==> src/common/starkPkg.sv <==
package starkPkg;

	// ==================================================
	// Instruction word layout
	// ==================================================

	// Every instruction is one 32-bit word with the major opcode in the low bits
	localparam int instrWidth = 32;
	localparam int opWidth = 6;
	localparam int opHi = 5;
	localparam int opLo = 0;

	// Architectural register fields are five bits wide inside their group
	localparam int regFieldWidth = 5;

	// Destination and source register fields shared by most formats
	localparam int rdHi = 10;
	localparam int rdLo = 6;
	localparam int rs1Hi = 15;
	localparam int rs1Lo = 11;
	localparam int rs2Hi = 20;
	localparam int rs2Lo = 16;

	// MOV carries a sub-operation and explicit group selects for Rd and Rs1
	localparam int movSubHi = 28;
	localparam int movSubLo = 26;
	localparam int movRdGrpHi = 18;
	localparam int movRdGrpLo = 17;
	localparam int movRs1GrpHi = 20;
	localparam int movRs1GrpLo = 19;

	// MOVEMD places the requested operating mode here
	localparam int movModeHi = 22;
	localparam int movModeLo = 21;

	// Link register select of a branch, 0 and 7 mean no link
	localparam int linkHi = 8;
	localparam int linkLo = 6;

	// Sub-operations below this value use the group selects in the word
	localparam logic [2:0] movGrpSubLimit = 3'd4;

	// MOV sub-operation that changes the operating mode
	localparam logic [2:0] MOV_MOVEMD = 3'd1;

	// ==================================================
	// Opcodes and modes
	// ==================================================

	// Only the opcodes that carry register fields are listed
	typedef enum logic [opWidth-1:0] {
		OP_NOP = 6'd0,
		OP_ADD = 6'd4,
		OP_AND = 6'd8,
		OP_OR  = 6'd9,
		OP_XOR = 6'd10,
		OP_MOV = 6'd12,
		OP_FLT = 6'd16,
		OP_CSR = 6'd20,
		OP_B0  = 6'd24,
		OP_LDW = 6'd32,
		OP_STW = 6'd40
	} opcode_t;

	// Privilege level, higher values are more privileged
	typedef enum logic [1:0] {
		MODE_USER    = 2'd0,
		MODE_SUPER   = 2'd1,
		MODE_HYPER   = 2'd2,
		MODE_MACHINE = 2'd3
	} operating_mode_t;

	// ==================================================
	// Register numbering
	// ==================================================

	// Seven-bit register number whose top two bits select a group of 32
	typedef logic [6:0] aregno_t;
	localparam int grpHi = 6;
	localparam int grpLo = 5;

	// Group 0 general, group 1 float and link, group 3 banked and machine only
	localparam logic [1:0] grpGen = 2'd0;
	localparam logic [1:0] grpFlt = 2'd1;
	localparam logic [1:0] grpBank = 2'd3;

	// First physical register of the banked copies
	localparam aregno_t bankBase = 7'd96;

endpackage

==> src/decode/decodeRd.sv <==
module decodeRd
	import starkPkg::*;
#(
	parameter int bankSize = 8
)
(
	input  logic [instrWidth-1:0] instr,
	input  operating_mode_t       curMode,
	output aregno_t               rdPhysNext,
	output logic                  rdZeroNext,
	output logic                  rdExc,
	output logic                  isModeSet,
	output operating_mode_t       effMode
);

	opcode_t opc;
	logic [2:0] movSub;
	logic [regFieldWidth-1:0] rdField;
	logic [2:0] linkField;
	aregno_t rdArch;

	// Split out the fields the destination depends on
	assign opc = opcode_t'(instr[opHi:opLo]);
	assign movSub = instr[movSubHi:movSubLo];
	assign rdField = instr[rdHi:rdLo];
	assign linkField = instr[linkHi:linkLo];

	// ==================================================
	// Architectural destination select
	// ==================================================

	always_comb
	begin
		case (opc)
			// Low MOV sub-operations can reach any group through the word
			OP_MOV:
				if (movSub < movGrpSubLimit)
					rdArch = {instr[movRdGrpHi:movRdGrpLo], rdField};
				else
					rdArch = {grpGen, rdField};
			OP_FLT:
				rdArch = {grpFlt, rdField};
			OP_CSR, OP_ADD, OP_AND, OP_OR, OP_XOR, OP_LDW:
				rdArch = {grpGen, rdField};
			// Branch link writes one of the link registers 33..38
			OP_B0:
				if (linkField == 3'd0 || linkField == 3'd7)
					rdArch = '0;
				else
					rdArch = {grpFlt, 2'b00, linkField};
			// Stores, NOP and anything unknown write nothing
			default:
				rdArch = '0;
		endcase
	end

	// Register 0 as a target means the result is discarded
	assign rdZeroNext = (rdArch == '0);

	// MOVEMD maps its own destination under the mode it switches to
	assign isModeSet = (opc == OP_MOV) && (movSub == MOV_MOVEMD);
	assign effMode = isModeSet ? operating_mode_t'(instr[movModeHi:movModeLo]) : curMode;

	regMap #(
		.bankSize(bankSize)
	) uRdMap (
		.mode(effMode),
		.aReg(rdArch),
		.pReg(rdPhysNext),
		.exc(rdExc)
	);

endmodule

==> src/decode/decodeRs.sv <==
module decodeRs
	import starkPkg::*;
#(
	parameter int bankSize = 8
)
(
	input  logic [instrWidth-1:0] instr,
	input  operating_mode_t       curMode,
	output aregno_t               rs1PhysNext,
	output aregno_t               rs2PhysNext,
	output logic                  rsExc
);

	opcode_t opc;
	logic [regFieldWidth-1:0] rs1Field;
	logic [regFieldWidth-1:0] rs2Field;
	aregno_t rs1Arch;
	aregno_t rs2Arch;
	logic rs1Exc;
	logic rs2Exc;

	assign opc = opcode_t'(instr[opHi:opLo]);
	assign rs1Field = instr[rs1Hi:rs1Lo];
	assign rs2Field = instr[rs2Hi:rs2Lo];

	// ==================================================
	// Source register selects
	// ==================================================

	// First source, also the base register of loads and stores
	always_comb
	begin
		case (opc)
			OP_ADD, OP_AND, OP_OR, OP_XOR, OP_LDW, OP_STW, OP_B0:
				rs1Arch = {grpGen, rs1Field};
			OP_FLT:
				rs1Arch = {grpFlt, rs1Field};
			OP_MOV:
				if (instr[movSubHi:movSubLo] < movGrpSubLimit)
					rs1Arch = {instr[movRs1GrpHi:movRs1GrpLo], rs1Field};
				else
					rs1Arch = {grpGen, rs1Field};
			default:
				rs1Arch = '0;
		endcase
	end

	// Second source, the store data for a store
	always_comb
	begin
		case (opc)
			OP_ADD, OP_AND, OP_OR, OP_XOR, OP_STW:
				rs2Arch = {grpGen, rs2Field};
			OP_FLT:
				rs2Arch = {grpFlt, rs2Field};
			default:
				rs2Arch = '0;
		endcase
	end

	// Sources are always read under the mode in force before this instruction
	regMap #(
		.bankSize(bankSize)
	) uRs1Map (
		.mode(curMode),
		.aReg(rs1Arch),
		.pReg(rs1PhysNext),
		.exc(rs1Exc)
	);

	regMap #(
		.bankSize(bankSize)
	) uRs2Map (
		.mode(curMode),
		.aReg(rs2Arch),
		.pReg(rs2PhysNext),
		.exc(rs2Exc)
	);

	// Either source touching a forbidden register faults the instruction
	assign rsExc = rs1Exc | rs2Exc;

endmodule

==> src/hdl/decodeCtrl.sv <==
module decodeCtrl
	import starkPkg::*;
(
	input  logic            clk,
	input  logic            rstN,
	input  logic            instrValid,
	input  aregno_t         rdPhysNext,
	input  logic            rdZeroNext,
	input  logic            rdExc,
	input  aregno_t         rs1PhysNext,
	input  aregno_t         rs2PhysNext,
	input  logic            rsExc,
	input  logic            isModeSet,
	input  operating_mode_t effMode,
	output operating_mode_t curMode,
	output logic            decValid,
	output aregno_t         rdPhys,
	output logic            rdZero,
	output aregno_t         rs1Phys,
	output aregno_t         rs2Phys,
	output logic            decExc
);

	logic anyExc;
	logic modeWrite;

	// One fault flag for the whole instruction
	assign anyExc = rdExc | rsExc;

	// A faulting MOVEMD must not change the privilege level
	assign modeWrite = instrValid & isModeSet & ~anyExc;

	// ==================================================
	// Operating mode
	// ==================================================

	// Out of reset the core runs in user mode
	// The new mode applies to the instruction after the MOVEMD
	always_ff @(posedge clk or negedge rstN)
	begin
		if (!rstN)
			curMode <= MODE_USER;
		else if (modeWrite)
			curMode <= effMode;
	end

	// ==================================================
	// Output stage
	// ==================================================

	// Valid follows the input strobe by exactly one clock
	always_ff @(posedge clk or negedge rstN)
	begin
		if (!rstN)
			decValid <= 1'b0;
		else
			decValid <= instrValid;
	end

	// Results are captured only on a strobe and held otherwise
	// so the consumer can read them late if it wants
	always_ff @(posedge clk or negedge rstN)
	begin
		if (!rstN)
		begin
			rdPhys <= '0;
			rdZero <= 1'b0;
			rs1Phys <= '0;
			rs2Phys <= '0;
			decExc <= 1'b0;
		end
		else if (instrValid)
		begin
			rdPhys <= rdPhysNext;
			rdZero <= rdZeroNext;
			rs1Phys <= rs1PhysNext;
			rs2Phys <= rs2PhysNext;
			decExc <= anyExc;
		end
		// Drop the fault with the strobe so it never shows without a result
		else
			decExc <= 1'b0;
	end

endmodule

==> src/hdl/regMap.sv <==
module regMap
	import starkPkg::*;
#(
	// Number of top general registers banked per mode, legal range 1 to 8
	parameter int bankSize = 8
)
(
	input  operating_mode_t mode,
	input  aregno_t         aReg,
	output aregno_t         pReg,
	output logic            exc
);

	// First general register that has a per-mode copy
	localparam aregno_t bankFirst = aregno_t'(32 - bankSize);
	localparam aregno_t bankLen = aregno_t'(bankSize);

	logic isBanked;
	aregno_t modeBase;
	aregno_t bankOffset;

	// Only the top bankSize registers of group 0 are banked
	assign isBanked = (aReg[grpHi:grpLo] == grpGen) && (aReg >= bankFirst);

	// Each mode owns a block of bankSize registers above bankBase
	assign modeBase = bankBase + aregno_t'(mode) * bankLen;

	// Position of the register inside its bank
	assign bankOffset = aReg - bankFirst;

	// Registers outside the banked window keep their number
	assign pReg = isBanked ? modeBase + bankOffset : aReg;

	// Naming group 3 directly is a machine-mode privilege
	// An access from any lower mode traps
	assign exc = (aReg[grpHi:grpLo] == grpBank) && (mode != MODE_MACHINE);

endmodule

==> src/hdl/starkDecodeTop.sv <==
module starkDecodeTop
	import starkPkg::*;
#(
	// Banked general registers per mode, shared by every mapper
	parameter int bankSize = 8
)
(
	input  logic                  clk,
	input  logic                  rstN,
	input  logic                  instrValid,
	input  logic [instrWidth-1:0] instr,
	output logic                  decValid,
	output aregno_t               rdPhys,
	output logic                  rdZero,
	output aregno_t               rs1Phys,
	output aregno_t               rs2Phys,
	output logic                  decExc,
	output operating_mode_t       mode
);

	// Combinational decode results heading into the output stage
	aregno_t rdPhysNext;
	logic rdZeroNext;
	logic rdExc;
	logic isModeSet;
	operating_mode_t effMode;
	aregno_t rs1PhysNext;
	aregno_t rs2PhysNext;
	logic rsExc;

	// ==================================================
	// Datapath
	// ==================================================

	// Both decoders see the mode register directly
	decodeRd #(
		.bankSize(bankSize)
	) uDecodeRd (
		.instr(instr),
		.curMode(mode),
		.rdPhysNext(rdPhysNext),
		.rdZeroNext(rdZeroNext),
		.rdExc(rdExc),
		.isModeSet(isModeSet),
		.effMode(effMode)
	);

	decodeRs #(
		.bankSize(bankSize)
	) uDecodeRs (
		.instr(instr),
		.curMode(mode),
		.rs1PhysNext(rs1PhysNext),
		.rs2PhysNext(rs2PhysNext),
		.rsExc(rsExc)
	);

	// ==================================================
	// Control
	// ==================================================

	decodeCtrl uDecodeCtrl (
		.clk(clk),
		.rstN(rstN),
		.instrValid(instrValid),
		.rdPhysNext(rdPhysNext),
		.rdZeroNext(rdZeroNext),
		.rdExc(rdExc),
		.rs1PhysNext(rs1PhysNext),
		.rs2PhysNext(rs2PhysNext),
		.rsExc(rsExc),
		.isModeSet(isModeSet),
		.effMode(effMode),
		.curMode(mode),
		.decValid(decValid),
		.rdPhys(rdPhys),
		.rdZero(rdZero),
		.rs1Phys(rs1Phys),
		.rs2Phys(rs2Phys),
		.decExc(decExc)
	);

endmodule

==> config.mk <==
export PLATFORM = sky130hd
export DESIGN_NAME = starkDecodeTop
export DESIGN_NICKNAME = d
export VERILOG_FILES = /design/src/common/starkPkg.sv /design/src/decode/decodeRd.sv /design/src/decode/decodeRs.sv /design/src/hdl/decodeCtrl.sv /design/src/hdl/regMap.sv /design/src/hdl/starkDecodeTop.sv
export SDC_FILE = /design/constraint.sdc
export NUM_CORES = 1
export LEC_CHECK = 0
export ABC_CLOCK_PERIOD_IN_PS = 2800
export BUFFER_PORTS_ARGS = -buffer_cell sky130_fd_sc_hd__buf_2
export CAP_MARGIN = 5
export CORE_MARGIN = 2
export CORE_UTILIZATION = 50
export CTS_BUF_LIST = sky130_fd_sc_hd__clkbuf_8 sky130_fd_sc_hd__clkbuf_16
export DETAILED_ROUTE_END_ITERATION = 6
export GPL_TIMING_DRIVEN = 0
export PLACE_DENSITY_LB_ADDON = 0.15
export SYNTH_ARGS = -nofsm -noshare
export SYNTH_HDL_FRONTEND = slang
export SYNTH_SLANG_ARGS = --single-unit
export TNS_END_PERCENT = 5
==> constraint.sdc <==
create_clock -name clk -period 2.8 [get_ports clk]
set_clock_uncertainty 0.05 [all_clocks]
set_input_delay 0.84 -clock clk [delete_from_list [all_inputs] [get_ports clk]]
set_output_delay 0.84 -clock clk [all_outputs]
set_load 0.03 [all_outputs]
Word-level counts from Yosys, hierarchy flattened
Cells that the tools add are included.
W data, S select, Z words.
{ "classes": {"bitwise_logic": 5, "n_reduce_logical": 16, "eq_ne": 17, "add_sub_neg": 8, "mux": 11, "order_cmp": 4} }
{ "op_table": {"columns": ["cell", "count"], "rows": [
  ["$mux W7", 5],
  ["$pmux W7 S4", 1],
  ["$eq A6 B4 Y1 const B", 4],
  ["$add A7 B7 Y7", 3],
  ["$ge A7 B5 Y1 const B", 3],
  ["$pmux W7 S3", 1],
  ["$sub A7 B5 Y7 const B", 3],
  ["$eq A6 B5 Y1 const B", 3],
  ["$add A6 B6 Y7 const A", 2],
  ["$eq A6 B6 Y1 const B", 2],
  ["$pmux W6 S2", 1],
  ["$logic_and A1 B1 Y1", 7],
  ["$logic_not A7 Y1", 1],
  ["$reduce_or A7 Y1", 1],
  ["$eq A2 B2 Y1 const B", 3],
  ["$eq A6 B3 Y1 const B", 1],
  ["$logic_not A2 Y1", 3],
  ["$mux W6", 1],
  ["$reduce_or A6 Y1", 1],
  ["$reduce_or A5 Y1", 1],
  ["$ne A2 B2 Y1 const B", 2],
  ["$eq A3 B1 Y1 const B", 1],
  ["$eq A3 B3 Y1 const B", 1],
  ["$logic_not A3 Y1", 1],
  ["other kinds (7)", 9]
]} }
{ "word_totals": {"output_inout_bits": 26, "reg_bits": 26} }

Depth between registers and ports, before layout
Gate-level depths: netlist of the first run.
{ "depth": {"ltp_word": 9, "ltp_mapped": 14, "depth_no_buf": 13} }

Cells and area by module
From an unflattened synthesis of the first run, not the netlist that was laid out.
{ "unflattened": {"cells_unflattened": 186, "area_unflattened_um2": 1969.4} }
{ "modules_own_cells": {"columns": ["mod", "area_per_inst_um2", "n_inst", "cells_per_inst"], "rows": [
  ["decodeCtrl", 985.9, 1, 55],
  ["regMap", 163.9, 3, 21],
  ["decodeRd", 264.0, 1, 36],
  ["decodeRs", 227.7, 1, 32]
]} }

Worst setup path before layout of the first run
Ideal clock, no wire load.
{ "synth_timing": {"kind": "input to register", "start": "input port instr[3]", "end": "register uDecodeCtrl.rs1Phys[5]", "setup_ns": 0.078, "stages": 11, "t_arrival_ns": 3.180, "path_slack_ns": -0.508, "cell_sequence": "nor2b_1 -> o21ai_1 -> a31oi_1 -> a21oi_1 -> nor2b_1 -> ha_1 -> ha_1 -> inv_1 -> fa_1 -> or4b_1 -> o21ai_1"} }
{ "synth_via": {"elab_chain_cells": 6} }
{ "synth_lines": {"columns": ["item", "line", "rtl"], "rows": [
  ["start, declared", "starkDecodeTop.sv:11", "input logic [instrWidth-1:0] instr,"],
  ["$eq A6 B3 Y1 (tied with other cells)", "decodeRs.sv:33", "case (opc)"],
  ["$reduce_or A7 Y1", "decodeRs.sv:33", null],
  ["$pmux W7 S3 (*)", "decodeRs.sv:33", null],
  ["$sub A7 B5 Y7 (tied with other cells)", "regMap.sv:29", "assign bankOffset = aReg - bankFirst;"],
  ["$add A7 B7 Y7 / $logic_and A1 B1 Y1 (equally long branches)", "regMap.sv:32, regMap.sv:23", null],
  ["$mux W7 (*)", "regMap.sv:32", "assign pReg = isBanked ? modeBase + bankOffset : aReg;"],
  ["end signal, assigned", "decodeCtrl.sv:76", "rs1Phys <= rs1PhysNext;"],
  ["end, declared", "decodeCtrl.sv:19", "output aregno_t rs1Phys,"]
]} }
Mark *: on every way between the ends. The rest lies on a longest branch, timed or not.
A chain may end at the register's enable or synchronous reset.

Worst setup path after layout of the first run
{ "layout_timing": {"start": "input port instr[1]", "end": "register uDecodeCtrl.rs1Phys[5]"} }
Same word-level chain as after synthesis.

==> results.json, run 1 <==
{
  "grt_start_max_net_pins": 27,
  "startpoint_type": "input pin",
  "cts-hold-fix-buffers": 0,
  "drc": 0,
  "finalHoldViolCount": 0,
  "post-route-min-period_ns": 3.03,
  "finalPower_uw": 883,
  "place.gp.congestion": 0.877,
  "syn-num-nets": 228,
  "nNetsFinal": 299,
  "path_delay_family": "simple AND/OR/NAND/NOR gates",
  "peakVddDrop_mv": 0.231,
  "pre_cts_ws_ns": -0.748,
  "async_reset_ff_frac": 1.00,
  "port_buffers": 53,
  "criticalPathCategory": "input pin to register",
  "path_max_fanout": 5,
  "area_growth_pct": 36.0,
  "yosysWarnings": 0,
  "netlist_top_cells_count": "dfrtp_1 (26), nand2_1 (20), inv_1 (13), o2bb2ai_1 (13), nor2_1 (11)",
  "end_kind": "register",
  "worst_slack_ns": -0.226,
  "violations": "setup timing",
  "grt_pass1_wl_um": 7590,
  "htree_levels": 1,
  "rsz0062_at_grt": "true",
  "postSynthAreaPerCell_um2": 9.86,
  "dr_wl_met3_um": 288,
  "post_drt_wl_per_cell_um": 15.3,
  "slowest_stage": "or4b_1",
  "first_pass_iters": 4,
  "drv_slew": 0,
  "synth_seq_area_share": 0.363,
  "cts_sinks": 26,
  "powerDensity_mw_per_mm2": 362,
  "num_rows": 21,
  "path_clk_slew_ns": 0.09,
  "yosysTopAreaCell": "dfrtp_1",
  "placed_area_mm2": 0.00213,
  "drive_gt1_frac": 0.409,
  "drt_iter0_drc": 101,
  "required_ns": 2.95,
  "setup_violations": 5,
  "synth.cell_area_mm2": 0.00179,
  "status": "complete, but fails checks",
  "die_w_um": 63.9,
  "initial_core_util": 0.529,
  "cts_buffer_depth": 2,
  "clk_latency_ns": 0.27,
  "wirelength_um": 4570,
  "core_mm2": 0.00339,
  "ys_ff_latch": 26,
  "die_area_mm2": 0.00408,
  "synth_edf_count": 0,
  "cts_tree": "done",
  "cts_root_buffer": "clkbuf_8",
  "path_cells": "buf_12 > nor3b_4 > nand2b_1 > a31oi_4 > a21oi_4 > nor2b_1 > ha_1 > ha_2 > inv_2 > fa_1 > or4b_1 > o21ai_1",
  "p_leak_uw": 0.00118,
  "critPathBufInv": 2,
  "overflow": 0,
  "netlist_instances": 182,
  "vias_per_cell": 5.65,
  "synth_top_area_share": 0.363,
  "slowest_delay_ns": 0.47,
  "worst_slew_pin_slew_ns": 0.540,
  "first_global_vias": 1621,
  "die-height_um": 63.9,
  "max_freq_mhz": 330,
  "slew_headroom": 0.631,
  "wl_met1_um": 2030,
  "io_pins": 61,
  "groute.usage.overall": 0.233,
  "vias": 1685,
  "synth_ff_type": "dfrtp_1",
  "top_layer_used": "met4",
  "critPathArrivalTime_ns": 3.18,
  "hold_path_class": "register to register",
  "diodes": 0,
  "fin_util": 0.720,
  "drv_cap": 0,
  "synthTopCellsByArea": "dfrtp_1 (36%), o2bb2ai_1 (6.3%), ha_1 (5.6%)",
  "hpwl_um": 3170,
  "wl_met2_um": 2170,
  "cts_buffers": 3,
  "fin_area_mm2": 0.00244,
  "yosysMostFrequentCell": "dfrtp_1",
  "synthDistinctLibCells": 56,
  "ant_nets": 0,
  "antenna_found_initial": 0,
  "post-route-period-util": 1.08
}
-- placed cells by master (no fill, tap or decap), types with 2 or more instances in the layout --
cell type / instances
buf_2: 48
dfrtp_1: 26
nand2_1: 20
o2bb2ai_1: 13
inv_1: 12
buf_4: 12
nor2_1: 9
ha_1: 7
buf_6: 5
clkbuf_1: 5
nand3_1: 5
nor2b_1: 4
nand2b_1: 4
a21oi_1: 4
o211ai_1: 4
o21ai_1: 4
clkbuf_8: 4
fa_1: 3
mux2i_1: 2
nor3b_4: 2
nor2b_4: 2
nand4_1: 2
or4b_1: 2
a21o_1: 2
a31o_2: 2
a31o_1: 2
mux2_1: 2
a31oi_1: 2
buf_12: 2
-- power by group --
part / leakage (uW) / internal, uW / switching (uW) / total [uW]
combinational: 0.000797 / 93.7 / 141 / 235
clock: 0.0000288 / 126 / 120 / 246
sequential: 0.000350 / 392 / 9.93 / 402
-- worst reg2reg max path: stages (launching register included) --
cell     delay [ns]
dfrtp_1        0.49
inv_1          0.12
ha_1           0.20
inv_1          0.05
ha_2           0.17
inv_2          0.03
fa_1           0.42
or4b_1         0.47
o21ai_1        0.14
-- cells by family after synthesis --
kind of cell             synth area share
XOR/XNOR                          0.00488
AO/OA/AOI/OAI                       0.237
AND/OR/NAND/NOR                     0.230
adder cells (fa/ha/maj)            0.0893
flip-flops                          0.363
buffers and inverters              0.0460
multiplexers                       0.0300
-- through the flow --
step	TNS [ns]	hold WS, ns	std cells
6_report	-0.835	0.439	298
5_1_grt	-1.23	0.454	298
4_1_cts	-0.568	0.443	296
3_5_place_dp	-4.18	0.420	281
3_3_place_gp	-3.88	0.414	281
2_1_floorplan	-1.24	0.494	182
-- registers in the layout, indices dropped and copies added (netlist names) --
| signal | flops |
|---|---|
| uDecodeCtrl.decValid | 1 |
| uDecodeCtrl.curMode | 2 |
| uDecodeCtrl.rs1Phys | 7 |
| uDecodeCtrl.rdZero | 1 |
| uDecodeCtrl.decExc | 1 |
| uDecodeCtrl.rs2Phys | 7 |
| uDecodeCtrl.rdPhys | 7 |
-- final timing paths --
check	slack, ns	startpoint	end	depth (start not counted)
max	-0.23	instr[1]	uDecodeCtrl.rs1Phys[5]	12
min	0.44	uDecodeCtrl.rs1Phys[4]	uDecodeCtrl.rs1Phys[4]	1
max reg2reg	0.59	uDecodeCtrl.curMode[0]	uDecodeCtrl.rs1Phys[5]	8
min reg2reg	0.44	uDecodeCtrl.rs1Phys[4]	uDecodeCtrl.rs1Phys[4]	1
max in group asynchronous	1.82	rstN	uDecodeCtrl.rdPhys[0]	1
min in group asynchronous	0.50	rstN	uDecodeCtrl.rs1Phys[4]	1
-- area by class of cell --
type / count / area, um^2
Timing Repair Buffer: 66 / 415
Clock buffer: 4 / 55.1
Fill cell: 263 / 950
Multi-Input combinational cell: 136 / 1180
Sequential cell: 26 / 651
Tap cell: 46 / 57.6
Inverter: 14 / 55.1
Buffer: 6 / 30.0
-- timing repair --
action / in CTS / in global routing
setup endpoints to repair: 7 / 6
pin swaps: 12 / 8
buffers inserted: 11 / 2
gates cloned: 0 / 0
resized for setup: 31 / 7
-- metal layers --
layer / track usage / vias up
met5: 0 / -
met4: 0.0625 / 0
met3: 0.0317 / 10
met2: 0.378 / 67
met1: 0.327 / 798
li1: - / 810
(Power assumes the default switching activity.)
==> run 2: changes to the inputs <==
CORE_UTILIZATION = 51   (was 50)
SYNTH_HIERARCHICAL = 1   (was not set)
==> run 2 against run 1 <==
The run still ends with setup timing left. Critical path depth decreased by 1. Utilization decreased by 2.4 points. Worst setup slack got worse by 0.28 ns. Sequential share of layout area decreased by 1.3 points. Area after synthesis increased by 9.8%. First-iteration DRC count decreased by 27%. Wire length decreased by 7.6%. Total power decreased by 5.1%. Cell count increased by 1.7%. Die area increased by 7.1%. Combinational power decreased by 16%. Clock power about the same. Critical endpoint is now uDecodeCtrl/rdPhys[5].
==> results.json, run 2 <==
{
  "status": "complete, but fails checks",
  "violations": "setup timing",
  "area_growth_pct": 30.4,
  "worst_slew_pin_slew_ns": 0.582,
  "hold_ws_ns": 0.446,
  "path_max_fanout": 3,
  "num_rows": 22,
  "yosysMostFrequentCell": "dfrtp_1",
  "critPathArrivalTime_ns": 3.42,
  "cts_buffer_depth": 2,
  "hold_path_class": "register to register",
  "ant_nets": 0,
  "fillers": 289,
  "drv_cap": 0,
  "first_pass_iters": 4,
  "synthAdderAreaFrac": 0.0877,
  "internal-power_uw": 603,
  "synth-compound-area-share": 0.161,
  "peakVddDrop_mv": 0.325,
  "first_global_vias": 1543,
  "netlist_top_cells_count": "dfrtp_1 (26), inv_1 (22), mux2_2 (20)",
  "cts_buffers": 3,
  "cts_sinks": 26,
  "p_seq_frac": 0.473,
  "netlist_instances": 186,
  "hp-start": "uDecodeCtrl/rs2Phys[0]",
  "clkPwrFrac": 0.290,
  "criticalPathCategory": "input pin to register",
  "slew_headroom": 0.612,
  "wirelength_um": 4220,
  "synth_top_family_by_area": "simple AND/OR/NAND/NOR gates",
  "worst_slack_ns": -0.505,
  "htree_levels": 1,
  "synthTopCellsByArea": "dfrtp_1 (33%), mux2_2 (11%), ha_1 (5.7%)",
  "async_reset_ff_frac": 1.00,
  "die_area_mm2": 0.00437,
  "fin_util": 0.696,
  "initial_core_util": 0.534,
  "multi_input_area_mm2": 0.00124,
  "synth_ff_type": "dfrtp_1",
  "core_mm2": 0.00369,
  "yosysTopAreaCell": "dfrtp_1",
  "clk_latency_ns": 0.27,
  "finalHoldViolCount": 0,
  "path_clk_slew_ns": 0.09,
  "hold_depth": 1,
  "synth_top_area_share": 0.330,
  "startpoint_type": "input pin",
  "cts-hold-fix-buffers": 0,
  "r2r-end": "uDecodeCtrl/rdPhys[5]",
  "grt_start_max_net_pins": 27,
  "groute.usage.overall": 0.206,
  "max_freq_mhz": 303,
  "ys_ff_latch": 26,
  "switching_share": 0.280,
  "diodes": 0,
  "die-height_um": 66.1,
  "nNetsFinal": 303,
  "postSynthAreaPerCell_um2": 10.6,
  "drt_iter0_drc": 74,
  "vias_per_cell": 5.37,
  "synth_seq_area_share": 0.330,
  "r2r-start": "uDecodeCtrl/curMode[1]",
  "port_buffers": 54,
  "drc": 0,
  "drv_slew": 0,
  "hpwl_um": 3170,
  "power_switching_uw": 235,
  "die_w_um": 66.1,
  "synth_edf_count": 0,
  "layout_common_cells": "buf_2 (50), dfrtp_1 (26), mux2_2 (20), inv_1 (18), buf_4 (17)",
  "synth.cell_area_mm2": 0.00197,
  "required_ns": 2.91,
  "grt_pass1_wl_um": 6930,
  "end_kind": "register",
  "post-route-min-period_ns": 3.31,
  "synth.area.mux_share": 0.156,
  "cts_root_buffer": "clkbuf_8",
  "post-route-period-util": 1.18,
  "setup_violations": 11,
  "regArea_um2": 651,
  "antenna_found_initial": 0,
  "r2r_slack_ns": 0.59,
  "whs_endpoint": "uDecodeCtrl/rs2Phys[0]",
  "yosysWarnings": 6,
  "overflow": 0,
  "combPwrFrac": 0.237,
  "rsz0062_at_grt": "true",
  "vias": 1627,
  "synthDistinctLibCells": 52,
  "p_leak_uw": 0.00133,
  "cts_tree": "done",
  "synth_xor_area_frac": 0,
  "r2r_cells": 7,
  "powerDensity_mw_per_mm2": 326,
  "drive_gt1_frac": 0.569,
  "synthSimpleGateAreaFrac": 0.163,
  "place.gp.congestion": 0.801,
  "io_pins": 61,
  "reg_top3": "uDecodeCtrl/rdPhys: 7 flops, uDecodeCtrl/rs1Phys: 7 flops, uDecodeCtrl/rs2Phys: 7 flops",
  "post_drt_wl_per_cell_um": 13.9,
  "final_common_cell": "buf_2"
}
## run 2: worst max-delay path: stages
cell	delay (ns)
buf_8	0.10
or3_4	0.39
nor4_4	0.35
nand3b_4	0.14
mux2_4	0.34
ha_4	0.27
ha_4	0.12
inv_2	0.03
fa_2	0.53
o41ai_2	0.06
mux2_4	0.27
## run 2: final cells by class
class                      instances  share of cell area
buffer                            12              0.0395
clock buffer                       4              0.0214
inverter                          25              0.0365
multi-input combinational        126               0.484
sequential                        26               0.253
tap                               48              0.0234
timing repair buffer              62               0.142
## run 2: per-layer routing
| metal | routed length [um] | track usage |
|---|---|---|
| met5 | 0 | 0 |
| met4 | 26 | 0.0306 |
| met3 | 182 | 0.0392 |
| met2 | 2130 | 0.376 |
| met1 | 1890 | 0.255 |
## run 2: cell families (layout without fill, tap and decap cells)
logic type | Yosys count | after routing
AND/OR/NAND/NOR | 48 | 48
multiplexers | 26 | 26
buffers and inverters | 37 | 103
AO/OA/AOI/OAI | 36 | 36
other | 1 | 4
adder cells (fa/ha/maj) | 12 | 12
flip-flops | 26 | 26
## run 2: worst max path at each step
stage                        start                    end  slack, ns
final                     instr[1]  uDecodeCtrl/rdPhys[5]      -0.51
after global routing      instr[1]  uDecodeCtrl/rdPhys[5]      -0.56
after CTS                 instr[1]  uDecodeCtrl/rdPhys[5]      -0.51
after detailed placement  instr[5]  uDecodeCtrl/rdPhys[6]      -0.97
after global placement    instr[5]  uDecodeCtrl/rdPhys[6]      -0.95
after floorplan           instr[5]  uDecodeCtrl/rdPhys[6]      -0.64
## run 2: stage by stage
step                cell area (um^2)  instances  TNS, ns  power, uW  setup WS, ns
finish                          2570        303    -3.02        838        -0.505
global placement                2310        291    -7.96        580        -0.953
global route                    2570        303    -4.10        881        -0.562
floorplan                       1980        189    -3.09        512        -0.642
CTS                             2520        301    -3.17        844        -0.509
detailed placement              2310        291    -8.51        582        -0.974
## run 2: power by group through the flow
stage	Sequential [uW]	Clock [uW]	Combinational, uW
detailed placement	404	0	178
global route	398	267	216
floorplan	435	0	77.5
finish	396	243	198
CTS	397	254	193
global placement	404	0	176
## run 2: repair_timing
item                                    4_1_cts  5_1_grt
buffers inserted                              6        2
endpoints found under the setup margin       11       13
pin swaps                                    12        7
hold endpoints to repair                      0        0
gates resized for setup                      26        8
==> run 3: changes to the inputs <==
PLACE_DENSITY = 0.9   (was not set)
PLACE_DENSITY_LB_ADDON = not set   (was 0.15)
==> run 3 against run 2 <==
The run still ends with setup timing left. Largest power group unchanged. Utilization shrank 0.92 points. Critical path depth is the same. Global-route usage grew 2.8 points. First-iteration DRC count rose by 34%.
==> results.json, run 3 (synthesis results as in run 2) <==
{
  "slowest_delay_ns": 0.53,
  "cts_tree": "done",
  "cts-hold-fix-buffers": 0,
  "powerDensity_mw_per_mm2": 337,
  "die_w_um": 66.1,
  "fin_util": 0.687,
  "layout_common_cells": "buf_2 (50), dfrtp_1 (26), inv_1 (20), mux2_2 (19), buf_4 (14)",
  "grt_start_max_net_pins": 27,
  "criticalPathCategory": "input pin to register",
  "hp-start": "uDecodeCtrl/rs2Phys[0]",
  "combPwrFrac": 0.237,
  "peakVddDrop_mv": 0.253,
  "groute.usage.overall": 0.234,
  "wirelength_um": 4790,
  "hold_path_class": "register to register",
  "path_clk_slew_ns": 0.09,
  "initial_core_util": 0.534,
  "p_seq_frac": 0.464,
  "drt_iter0_drc": 99,
  "final_common_cell": "buf_2",
  "post-route-period-util": 1.16,
  "cts_buffer_depth": 2,
  "vias_per_cell": 5.60,
  "r2r_cells": 7,
  "r2r_slack_ns": 0.55,
  "clk_latency_ns": 0.28,
  "rsz0062_at_grt": "true",
  "place.gp.congestion": 0.810,
  "htree_levels": 1,
  "ant_nets": 0,
  "antenna_found_initial": 0,
  "required_ns": 2.93,
  "vias": 1668,
  "path_cells": "buf_12 > or3_4 > nor4_4 > nand3b_4 > mux2_4 > ha_4 > ha_4 > inv_2 > fa_2 > o41ai_2 > mux2_4",
  "drv_slew": 0,
  "violations": "setup timing",
  "switching_share": 0.296,
  "internal-power_uw": 602,
  "setup_violations": 11,
  "cts_buffers": 3,
  "num_rows": 22,
  "slew_headroom": 0.608,
  "io_pins": 61,
  "clkPwrFrac": 0.299,
  "multi_input_area_mm2": 0.00125,
  "drv_cap": 0,
  "grt_pass1_wl_um": 7730,
  "startpoint_type": "input pin",
  "finalHoldViolCount": 0,
  "path_max_fanout": 7,
  "post-route-min-period_ns": 3.24,
  "drive_gt1_frac": 0.548,
  "area_growth_pct": 28.7,
  "max_freq_mhz": 308,
  "power_switching_uw": 253,
  "r2r-end": "uDecodeCtrl/rdPhys[5]",
  "path_delay_family": "adder cells",
  "nNetsFinal": 298,
  "critPathBufInv": 2,
  "worst_slew_pin_slew_ns": 0.589,
  "regArea_um2": 651,
  "worst_slack_ns": -0.443,
  "cts_root_buffer": "clkbuf_8",
  "status": "complete, but fails checks",
  "drc": 0,
  "first_global_vias": 1663,
  "fin_tns_setup_ns": -2.93,
  "p_leak_uw": 0.00131,
  "overflow": 0,
  "cts_sinks": 26,
  "reg_top3": "uDecodeCtrl/rdPhys: 7 flops, uDecodeCtrl/rs1Phys: 7 flops, uDecodeCtrl/rs2Phys: 7 flops",
  "hold_depth": 1,
  "die-height_um": 66.1,
  "end_kind": "register",
  "diodes": 0,
  "r2r-start": "uDecodeCtrl/curMode[1]",
  "slowest_stage": "fa_2",
  "port_buffers": 54,
  "first_pass_iters": 4,
  "critPathArrivalTime_ns": 3.37,
  "post_drt_wl_per_cell_um": 16.1,
  "hpwl_um": 3290,
  "core_mm2": 0.00369,
  "fillers": 284,
  "whs_endpoint": "uDecodeCtrl/rs2Phys[0]",
  "die_area_mm2": 0.00437
}
run 3: cell count changes in the layout (fill, tap and decap cells not counted), sizes merged:
cell	change
buf	-4
clkbuf	-1
run 3: repair_timing:
item / in CTS / in global routing
gates resized for setup: 23 / 9
setup buffers: 3 / 0
endpoints found under the setup margin: 12 / 11
pin swaps: 9 / 2
run 3: power groups by stage:
stage          combinational, uW  clock, uW  sequential, uW
6_report                     202        256             397
5_1_grt                      217        272             399
4_1_cts                      193        255             397
3_5_place_dp                 179          0             404
3_3_place_gp                 175          0             403
2_1_floorplan               77.5          0             435
run 3: area by class of cell:
| cell class | count | area share |
|---|---|---|
| buffer | 12 | 0.0400 |
| clock buffer | 4 | 0.0217 |
| inverter | 25 | 0.0370 |
| multi-input combinational | 126 | 0.495 |
| sequential | 26 | 0.257 |
| tap | 48 | 0.0237 |
| timing repair buffer | 57 | 0.126 |
run 3: metal layers:
layer	wire, um	up-vias	GRT usage
li1	-	781	-
met5	0	-	0
met4	76	0	0.0969
met2	2480	40	0.386
met1	2050	840	0.312
met3	178	7	0.0239
run 3: how the worst max path moves through the flow:
stage	cells after the start	from	slack [ns]	to
after floorplan	10	instr[5]	-0.64	uDecodeCtrl/rdPhys[6]
after global placement	11	instr[5]	-0.95	uDecodeCtrl/rdPhys[6]
after detailed placement	11	instr[5]	-1.0	uDecodeCtrl/rdPhys[6]
after CTS	12	instr[2]	-0.41	uDecodeCtrl/rs2Phys[6]
after global routing	13	instr[2]	-0.52	uDecodeCtrl/rs1Phys[6]
final	11	instr[1]	-0.44	uDecodeCtrl/rdPhys[5]
run 3: stage by stage:
stage          std cells  instance area, um^2  power (uW)  setup slack (ns)  hold WS (ns)
5_1_grt              298                 2530         888            -0.523         0.464
3_5_place_dp         291                 2310         584            -0.998         0.421
2_1_floorplan        189                 1980         512            -0.642         0.494
4_1_cts              298                 2490         845            -0.410         0.449
3_3_place_gp         291                 2310         578            -0.949         0.414
6_report             298                 2530         855            -0.443         0.449
